**src/verilog/debugPkg.sv**
```systemverilog
`default_nettype none

package debugPkg;

	// addresses, instruction words and the PC are all one word wide
	typedef logic [15:0] wordT;

	// debugger data path width
	typedef logic [7:0] byteT;

	// selects one of the debug registers
	typedef logic [2:0] debugRegAddrT;

	// opcode field in the top four bits of an instruction word
	typedef logic [3:0] opcodeT;

	localparam debugRegAddrT REG_MODE    = 3'd0;
	localparam debugRegAddrT REG_OP      = 3'd1;
	localparam debugRegAddrT REG_DATA_LO = 3'd2;
	localparam debugRegAddrT REG_DATA_HI = 3'd3;
	localparam debugRegAddrT REG_STATUS  = 3'd4;

	// bit positions inside the mode register
	localparam int MODE_RUN    = 0;
	localparam int MODE_EN_BKP = 1;

	// operations started by a write to REG_OP
	localparam byteT OP_WR_BKP = 8'd1;
	localparam byteT OP_RD_PC  = 8'd2;
	localparam byteT OP_WR_PC  = 8'd3;

	localparam opcodeT OPC_NOP = 4'd0;
	localparam opcodeT OPC_JMP = 4'd1;

	// one instruction walks through FETCH to COMMIT, STOPPED is the debug halt
	typedef enum logic [2:0] {
		STOPPED,
		FETCH,
		DECODE,
		EXECUTE,
		COMMIT
	} seqStateT;

endpackage

`default_nettype wire

```
**src/verilog/debugController.sv**
```systemverilog
`timescale 1ns/1ps
`default_nettype none

module debugController (
	input  wire logic                   CLK,
	input  wire logic                   rstN,
	input  wire debugPkg::debugRegAddrT debugRegAddr,
	input  wire debugPkg::byteT         debugDin,
	input  wire logic                   debugRdN,
	input  wire logic                   debugWrN,
	input  wire debugPkg::wordT         pc,
	input  wire logic                   stopped,
	input  wire logic                   breakHit,
	output debugPkg::byteT              debugDout,
	output logic                        run,
	output logic                        bkpEnable,
	output debugPkg::wordT              bkpAddr,
	output logic                        pcLoad,
	output debugPkg::wordT              pcLoadData
);
	import debugPkg::*;

	byteT modeReg;
	byteT dataLo;
	byteT dataHi;
	wordT dataWord;
	logic wrNPrev;
	logic wrEdge;
	logic modeWrite;
	logic opWrite;

	// previous write strobe level, used to act only once per strobe
	always_ff @(posedge CLK or negedge rstN) begin
		if (!rstN) begin
			wrNPrev <= 1'b1;
		end else begin
			wrNPrev <= debugWrN;
		end
	end

	// strobe seen low now after being high on the last edge
	assign wrEdge = wrNPrev && !debugWrN;

	assign modeWrite = wrEdge && (debugRegAddr == REG_MODE);
	assign opWrite   = wrEdge && (debugRegAddr == REG_OP);

	// mode register holds the run and breakpoint enable bits
	always_ff @(posedge CLK or negedge rstN) begin
		if (!rstN) begin
			modeReg <= '0;
		end else if (modeWrite) begin
			// a debugger write in the same cycle overrides the break
			modeReg <= debugDin;
		end else if (breakHit) begin
			modeReg[MODE_RUN] <= 1'b0;
		end
	end

	assign run       = modeReg[MODE_RUN];
	assign bkpEnable = modeReg[MODE_EN_BKP];

	// 16-bit data register, written a byte at a time or loaded with the PC
	always_ff @(posedge CLK) begin
		if (wrEdge) begin
			case (debugRegAddr)
				REG_DATA_LO: begin
					dataLo <= debugDin;
				end
				REG_DATA_HI: begin
					dataHi <= debugDin;
				end
				REG_OP: begin
					if (debugDin == OP_RD_PC) begin
						dataHi <= pc[15:8];
						dataLo <= pc[7:0];
					end
				end
				default: begin
					dataLo <= dataLo;
				end
			endcase
		end
	end

	assign dataWord = {dataHi, dataLo};

	// the breakpoint address comes from the data register
	always_ff @(posedge CLK) begin
		if (opWrite && (debugDin == OP_WR_BKP)) begin
			bkpAddr <= dataWord;
		end
	end

	// one cycle request to load the PC, the sequencer drops it unless stopped
	always_ff @(posedge CLK or negedge rstN) begin
		if (!rstN) begin
			pcLoad <= 1'b0;
		end else begin
			pcLoad <= opWrite && (debugDin == OP_WR_PC);
		end
	end

	// data register cannot change before the sequencer has taken the load
	assign pcLoadData = dataWord;

	// read mux is only driven while the read strobe is low
	always_comb begin
		debugDout = '0;
		if (!debugRdN) begin
			case (debugRegAddr)
				REG_MODE: begin
					debugDout = modeReg;
				end
				REG_DATA_LO: begin
					debugDout = dataLo;
				end
				REG_DATA_HI: begin
					debugDout = dataHi;
				end
				REG_STATUS: begin
					debugDout = {7'b0000000, stopped};
				end
				default: begin
					// op register and unused addresses read as zero
					debugDout = '0;
				end
			endcase
		end
	end

endmodule

`default_nettype wire

```
**src/verilog/instrSequencer.sv**
```systemverilog
`timescale 1ns/1ps
`default_nettype none

module instrSequencer #(
	parameter debugPkg::wordT resetPc = '0
) (
	input  wire logic           CLK,
	input  wire logic           rstN,
	input  wire logic           run,
	input  wire logic           bkpEnable,
	input  wire debugPkg::wordT bkpAddr,
	input  wire logic           pcLoad,
	input  wire debugPkg::wordT pcLoadData,
	input  wire debugPkg::wordT din,
	output debugPkg::wordT      pc,
	output debugPkg::wordT      addrBus,
	output logic                rdN,
	output logic                stopped,
	output logic                fetch,
	output logic                decode,
	output logic                execute,
	output logic                commit,
	output logic                breakHit
);
	import debugPkg::*;

	seqStateT state;
	seqStateT stateNext;
	wordT     instr;
	opcodeT   opcode;
	logic     isJmp;
	wordT     jmpTarget;
	wordT     nextPc;
	logic     resumeSkip;
	logic     bkpMatch;

	assign opcode = instr[15:12];

	// nextPc is already final in COMMIT so the breakpoint compare can use it
	assign bkpMatch = bkpEnable && (nextPc == bkpAddr) && !resumeSkip;

	// break only when the core would otherwise carry on running
	assign breakHit = (state == COMMIT) && run && bkpMatch;

	always_comb begin
		stateNext = state;
		case (state)
			STOPPED: begin
				if (run) begin
					stateNext = FETCH;
				end
			end
			FETCH: begin
				stateNext = DECODE;
			end
			DECODE: begin
				stateNext = EXECUTE;
			end
			EXECUTE: begin
				stateNext = COMMIT;
			end
			COMMIT: begin
				// instruction boundary, run and breakpoint are checked here only
				if (run && !bkpMatch) begin
					stateNext = FETCH;
				end else begin
					stateNext = STOPPED;
				end
			end
			default: begin
				stateNext = STOPPED;
			end
		endcase
	end

	always_ff @(posedge CLK or negedge rstN) begin
		if (!rstN) begin
			state <= STOPPED;
		end else begin
			state <= stateNext;
		end
	end

	// PC changes only at the end of COMMIT or by a debugger load while halted
	always_ff @(posedge CLK or negedge rstN) begin
		if (!rstN) begin
			pc <= resetPc;
		end else if (state == STOPPED) begin
			if (pcLoad) begin
				pc <= pcLoadData;
			end
		end else if (state == COMMIT) begin
			pc <= nextPc;
		end
	end

	// lets the instruction at a breakpoint run once after a resume
	always_ff @(posedge CLK or negedge rstN) begin
		if (!rstN) begin
			resumeSkip <= 1'b0;
		end else if ((state == STOPPED) && run) begin
			resumeSkip <= 1'b1;
		end else if (state == FETCH) begin
			resumeSkip <= 1'b0;
		end
	end

	// instruction word is captured from the bus at the end of FETCH
	always_ff @(posedge CLK) begin
		if (state == FETCH) begin
			instr <= din;
		end
	end

	// decode sorts out the jump and its byte target
	always_ff @(posedge CLK) begin
		if (state == DECODE) begin
			case (opcode)
				OPC_NOP: begin
					isJmp <= 1'b0;
				end
				OPC_JMP: begin
					isJmp <= 1'b1;
				end
				default: begin
					// unknown opcodes behave like NOP
					isJmp <= 1'b0;
				end
			endcase
			jmpTarget <= {3'b000, instr[11:0], 1'b0};
		end
	end

	// execute works out where the next fetch goes
	always_ff @(posedge CLK) begin
		if (state == EXECUTE) begin
			if (isJmp) begin
				nextPc <= jmpTarget;
			end else begin
				nextPc <= pc + 16'd2;
			end
		end
	end

	// the bus shows the PC all the time and is read only during FETCH
	assign addrBus = pc;
	assign rdN     = (state != FETCH);

	assign stopped = (state == STOPPED);
	assign fetch   = (state == FETCH);
	assign decode  = (state == DECODE);
	assign execute = (state == EXECUTE);
	assign commit  = (state == COMMIT);

endmodule

`default_nettype wire

```
**src/verilog/core.sv**
```systemverilog
`timescale 1ns/1ps
`default_nettype none

module core #(
	parameter debugPkg::wordT resetPc = '0
) (
	input  wire logic                   CLK,
	input  wire logic                   rstN,
	input  wire debugPkg::wordT         din,
	input  wire debugPkg::debugRegAddrT debugRegAddr,
	input  wire debugPkg::byteT         debugDin,
	input  wire logic                   debugRdN,
	input  wire logic                   debugWrN,
	output logic                        stopped,
	output logic                        fetch,
	output logic                        decode,
	output logic                        execute,
	output logic                        commit,
	output debugPkg::wordT              addrBus,
	output logic                        rdN,
	output debugPkg::byteT              debugDout
);
	import debugPkg::*;

	logic run;
	logic bkpEnable;
	wordT bkpAddr;
	logic pcLoad;
	wordT pcLoadData;
	wordT pc;
	logic breakHit;

	// debugger register bank
	debugController ctrl0 (
		.CLK          (CLK),
		.rstN         (rstN),
		.debugRegAddr (debugRegAddr),
		.debugDin     (debugDin),
		.debugRdN     (debugRdN),
		.debugWrN     (debugWrN),
		.pc           (pc),
		.stopped      (stopped),
		.breakHit     (breakHit),
		.debugDout    (debugDout),
		.run          (run),
		.bkpEnable    (bkpEnable),
		.bkpAddr      (bkpAddr),
		.pcLoad       (pcLoad),
		.pcLoadData   (pcLoadData)
	);

	// four phase instruction engine
	instrSequencer #(
		.resetPc (resetPc)
	) seq0 (
		.CLK        (CLK),
		.rstN       (rstN),
		.run        (run),
		.bkpEnable  (bkpEnable),
		.bkpAddr    (bkpAddr),
		.pcLoad     (pcLoad),
		.pcLoadData (pcLoadData),
		.din        (din),
		.pc         (pc),
		.addrBus    (addrBus),
		.rdN        (rdN),
		.stopped    (stopped),
		.fetch      (fetch),
		.decode     (decode),
		.execute    (execute),
		.commit     (commit),
		.breakHit   (breakHit)
	);

endmodule

`default_nettype wire

```
**config.mk**
```make
export PLATFORM = sky130hd
export DESIGN_NAME = core
export DESIGN_NICKNAME = d
export VERILOG_FILES = /design/src/verilog/debugPkg.sv /design/src/verilog/debugController.sv /design/src/verilog/instrSequencer.sv /design/src/verilog/core.sv
export SDC_FILE = /design/constraint.sdc
export NUM_CORES = 1
export LEC_CHECK = 0
export ABC_AREA = 1
export ABC_CLOCK_PERIOD_IN_PS = 2830
export BUFFER_PORTS_ARGS = -buffer_cell sky130_fd_sc_hd__buf_2
export CAP_MARGIN = 30
export CORE_UTILIZATION = 52
export CTS_CLUSTER_DIAMETER = 40
export CTS_CLUSTER_SIZE = 12
export DETAILED_ROUTE_END_ITERATION = 10
export PLACE_DENSITY = 0.76
export SLEW_MARGIN = 20
export SYNTH_ARGS = -nofsm -noshare
export SYNTH_HDL_FRONTEND = slang
export SYNTH_SLANG_ARGS = --single-unit
```
**constraint.sdc**
```tcl
create_clock -name CLK -period 2.83 [get_ports CLK]
set_input_delay 0.1415 -clock CLK [delete_from_list [all_inputs] [get_ports CLK]]
set_output_delay 0.1415 -clock CLK [all_outputs]
set_load 0.05 [all_outputs]
```
==> metrics.yaml, run 1 <==
status: "finished clean"
dp_cells: 651
cts_buffer_depth: 2
synthFlopType: "edfxtp_1"
synth_area_leaders: "edfxtp_1 48%, dfrtp_1 15%, nand2_1 7.5%"
startpoint_type: "register"
fillers: 754
worst_hold_slack_ns: 0.0244
insertion_delay_ns: 0.38
crit_path_end_kind: "output port"
path_max_fanout: 17
tightestPinTransition_ns: 0.700
grt.overflow.total: 0
routedWlPerCell_um: 16.8
synth_seq_cells: 107
wirelength_um: 11500
die_w_um: 98.6
required_ns: 2.69
ant_nets: 0
pin_count: 61
fp.dieH_um: 98.6
final.setup.tns_ns: 0
multi_input_comb_area_um2: 1450
numClockSinks: 107
drive_gt1_frac: 0.196
power.leakage_nw: 2.44
cts_max_level: 3
synthToLayoutAreaGrowth_pct: 16.4
post_cts_resized: 0
finalSetupViolations: 0
synth_edf_count: 77
cts_tree: "yes"
portBuffers: 60
seq_area_um2: 3060
gp_congestion: 0.887
grt_use_total: 0.258
grt_max_degree: 33
yosysWarnings: 0
irDropWorstVdd_v: 0.000787
synth_area_leader_cell: "edfxtp_1"
power.total_mw: 5.01
clock-root-buffer: "clkbuf_8"
dr.pass1.iters: 5
power_density_nw_per_um2: 887
yosys.area.top_type_share: 0.476
grt_pass1_wl_um: 18700
synthTopCellsByCount: "97 x nand2_1, 77 x edfxtp_1, 70 x inv_1"
synth_fp_nets: 519
drtIter0Drc: 335
cp_data_arrival_time_ns: 1.92
antenna_found_initial: 0
place_hpwl_um: 8440
synth_area_per_cell_um2: 9.97
drcViolationCount: 0
finalCriticalPeriod_ns: 2.06
viasPerCell: 5.44
cts_buffers: 9
diodes: 0
synthMostInstantiatedCell: "nand2_1"
nets: 604
slew_violations: 0
fmax_mhz: 486
fp.coreArea_um2: 8890
synth-seq-area-share: 0.631
layout.cells.non_filler: 685
cts_setup_buffers: 0
hold_viol: 0
skew_ns: 0.00954
async_flop_share: 0.280
drv_cap: 0
clk_pin_slew_worst_paths_ns: 0.10
grt_pass1_vias: 3615
path_class: "reg -> out"
synth_area_um2: 4860
relSlewSlack: 0.533
rsz0062_at_grt: "no"
dieArea_um2: 9730
start_util: 0.546
via_count: 3727
hp-class: "in -> reg"
rows: 34
syn_inst: 487
fin_crit_sh: 0.728
synth_cell_type_count: 37
-- cell families after synthesis --
logic type | Yosys count | synth area share
AOI/OAI and AO/OA | 88 | 0.106
DFF | 107 | 0.631
and+or+nand+nor | 196 | 0.177
buffers and inverters | 90 | 0.0739
adders and majority gates | 1 | 0.00258
xor gates and xnor gates | 5 | 0.00902
-- repair_timing --
item | CTS | global route
endpoints found under the hold margin | 46 | 0
setup endpoints to repair | 0 | 0
hold buffers | 18 | 0
-- worst max-delay path: stages, from the launching register on --
cell and delay [ns]:
dfrtp_1 0.44, nor2_2 0.17, nand2_2 0.13, buf_4 0.23, inv_2 0.24, buf_2 0.33
-- worst paths after layout --
kind / to / slack [ns] / startpoint / cells past startpoint
max in group asynchronous: seq0.addrBus[14] / 2.04 / rstN / 2
hold / removal: ctrl0.modeReg[1] / 0.02 / debugDin[1] / 3
setup reg to reg: ctrl0.bkpAddr[3] / 1.10 / ctrl0.wrNPrev / 5
min in group asynchronous: ctrl0.modeReg[6] / 0.34 / rstN / 2
hold reg to reg: seq0.jmpTarget[7] / 0.43 / seq0.instr[6] / 0
setup / recovery: stopped / 0.77 / seq0.state[0] / 5
-- metal layers --
metal,part of all wire,track usage,up-vias
met5,0,0,-
met4,0.019,0.0976,0
met3,0.068,0.0376,19
met2,0.47,0.411,155
met1,0.44,0.362,1754
li1,-,-,1799
-- final cells by class --
type,count,area share
Clock buffer,9,0.0219
Clock inverter,7,0.00952
Inverter,79,0.0525
Multi-Input combinational cell,290,0.256
Sequential cell,107,0.542
Tap cell,108,0.0239
Timing Repair Buffer,85,0.0943
-- cells in the final DEF (no fill, tap or decap), drive strengths merged, types with 5 or more instances in the layout --
cell type	count
a21oi	7
a221oi	5
buf	67
clkbuf	9
clkinv	5
dfrtp	29
dlygate4sd3	18
edfxtp	77
inv	79
nand2	99
nand3	13
nand4	9
nor2	65
nor3	6
o21ai	52
o22ai	18
-- where the power goes --
part / internal, mW / switching [mW] / total (mW)
sequential: 2.11 / 0.243 / 2.36
combinational: 0.449 / 1.34 / 1.79
clock: 0.326 / 0.540 / 0.866
-- through the flow --
| step | util | setup slack (ns) | instance area [µm²] |
|---|---|---|---|
| global placement | 0.595 | 1.09 | 5290 |
| global route | 0.636 | 0.678 | 5650 |
| detailed placement | 0.595 | 1.05 | 5290 |
| floorplan | - | 0.154 | 4870 |
| finish | 0.636 | 0.770 | 5650 |
| CTS | 0.636 | 0.772 | 5650 |
-- registers in the layout, summed over array words and instances (netlist names) --
register,flops
ctrl0.bkpAddr,16
seq0.addrBus,16
seq0.instr,16
seq0.nextPc,16
seq0.jmpTarget,12
ctrl0.dataHi,8
ctrl0.dataLo,8
ctrl0.modeReg,8
seq0.state,3
ctrl0.pcLoad,1
ctrl0.wrNPrev,1
seq0.isJmp,1
seq0.resumeSkip,1
(Power assumes the default switching activity.)
==> inputs of run 2 (changes only) <==
- ABC_CLOCK_PERIOD_IN_PS: 2830 -> 1900
- CORE_UTILIZATION: 52 -> 58
- PLACE_DENSITY: 0.76 -> 0.8
- clock period: 2.83 -> 1.9 ns (I/O delays scaled with it)
==> metrics.yaml, run 2 (same netlist as run 1, synthesis figures left out) <==
cts_buffers: 9
slowest_delay_ns: 0.47
ant_nets: 0
tightestPinTransition_ns: 0.728
start_util: 0.594
drtIter0Drc: 426
relSlewSlack: 0.515
required_ns: 1.80
dr.pass1.iters: 5
diodes: 0
routedWlPerCell_um: 17.1
grt_pass1_wl_um: 18400
portBuffers: 60
p_sw_mw: 3.25
skew_ns: 0.0153
nets: 611
synthToLayoutAreaGrowth_pct: 18.5
clock-root-buffer: "clkbuf_8"
startpoint_type: "register"
clk_pin_slew_worst_paths_ns: 0.11
placedInstanceArea_um2: 5350
layout.cells.non_filler: 689
path_max_fanout: 5
antenna_found_initial: 0
fillers: 631
place_hpwl_um: 8480
power_density_nw_per_um2: 1320
cpLargestDelayFamily: "flip-flops"
gp_congestion: 0.973
fmax_mhz: 551
power.leakage_nw: 2.49
drive_gt1_frac: 0.202
dieArea_um2: 8740
cts_max_level: 3
status: "finished clean"
insertion_delay_ns: 0.38
worst_slack_ns: 0.0853
wirelength_um: 11800
cts_buffer_depth: 2
irDropWorstVdd_v: 0.00103
path_buf_inv: 2
r2r_cells: 5
cp_slowest_cell: "dfrtp_1"
viasPerCell: 5.66
grt.overflow.total: 0
numClockSinks: 107
pre_cts_ws_ns: 0.201
drv_cap: 0
p_comb_frac: 0.357
cts_tree: "yes"
pin_count: 61
rsz0062_at_grt: "no"
layout_commonest_cell: "nand2_1"
worst_hold_slack_ns: 0.0144
rows: 33
cts_setup_buffers: 0
hp-class: "in -> reg"
p_int_mw: 4.35
swShare: 0.428
min_path_cells: 3
cp_data_arrival_time_ns: 1.72
finalSetupViolations: 0
slew_violations: 0
hold_viol: 0
via_count: 3898
crit_cells: 6
fp.coreArea_um2: 8180
final_area_um2: 5760
fp.dieH_um: 93.5
finalCriticalPeriod_ns: 1.81
path_class: "reg -> out"
drcViolationCount: 0
pwr-share-seq: 0.467
die_w_um: 93.5
fin_crit_sh: 0.955
crit_path_end_kind: "output port"
grt_pass1_vias: 3702
final_cell_mix: "97 x nand2_1, 77 x edfxtp_1, 70 x inv_1"
cp_cell_sequence: "inv_1 -> nand2_2 -> nor3_1 -> a21oi_1 -> a31oi_1 -> buf_4"
p_clk_frac: 0.177
fin_util: 0.704
grt_use_total: 0.291
dp_cells: 651
grt_max_degree: 33
[run 2: cell types whose count changed in the layout (fill, tap and decap cells not counted), sizes merged]
cell,change
clkbuf,+1
inv,+4
buf,+3
clkinvlp,-1
clkinv,-4
dlygate4sd3,+4
[run 2: path summary, 6_finish.rpt]
check                                    end           from  slack, ns
max                             debugDout[0]  seq0.state[2]       0.09
min                         ctrl0.modeReg[6]    debugDin[6]       0.01
max reg2reg                 ctrl0.bkpAddr[6]  ctrl0.wrNPrev       0.16
min reg2reg                seq0.jmpTarget[6]  seq0.instr[5]       0.43
max in group asynchronous      seq0.state[0]           rstN       1.09
min in group asynchronous   ctrl0.modeReg[3]           rstN       0.29
[run 2: what timing repair did]
item | CTS | global route
endpoints found under the hold margin | 50 | 0
resized for setup | 0 | 4
setup endpoints to repair | 0 | 1
hold buffers | 22 | 0
[run 2: cell type report]
| class | count | area, µm² | share of cell area |
|---|---|---|---|
| flip-flops and latches | 107 | 3070 | 0.533 |
| multi-input cells | 290 | 1470 | 0.255 |
| repair buffers | 92 | 611 | 0.106 |
| inverters | 79 | 297 | 0.0515 |
| well taps | 105 | 131 | 0.0228 |
| clock buffers | 10 | 128 | 0.0222 |
| clock inverters | 6 | 53.8 | 0.00935 |
[run 2: worst min-delay path, stage by stage]
cell	delay, ns
buf_2	0.11
inv_1	0.09
o21ai_2	0.06
[run 2: through the flow]
stage | power [mW] | setup TNS, ns
after global routing | 7.96 | 0
after floorplan | 5.39 | -0.159
after detailed placement | 6.21 | 0
final | 7.60 | 0
after global placement | 6.14 | 0
after CTS | 7.56 | 0
[run 2: per-layer routing]
| layer | up-vias | routed length (µm) | GRT usage |
|---|---|---|---|
| met1 | 1851 | 4840 | 0.401 |
| li1 | 1815 | - | - |
| met5 | - | 0 | 0 |
| met2 | 212 | 5790 | 0.469 |
| met3 | 20 | 963 | 0.0512 |
| met4 | 0 | 194 | 0.103 |
[run 2: power groups by stage]
stage | Sequential (mW) | Combinational, mW | Clock, mW
2_1_floorplan | 3.97 | 1.41 | 0
3_3_place_gp | 3.55 | 2.60 | 0
3_5_place_dp | 3.57 | 2.64 | 0
4_1_cts | 3.52 | 2.69 | 1.34
5_1_grt | 3.60 | 2.92 | 1.44
6_report | 3.54 | 2.71 | 1.34
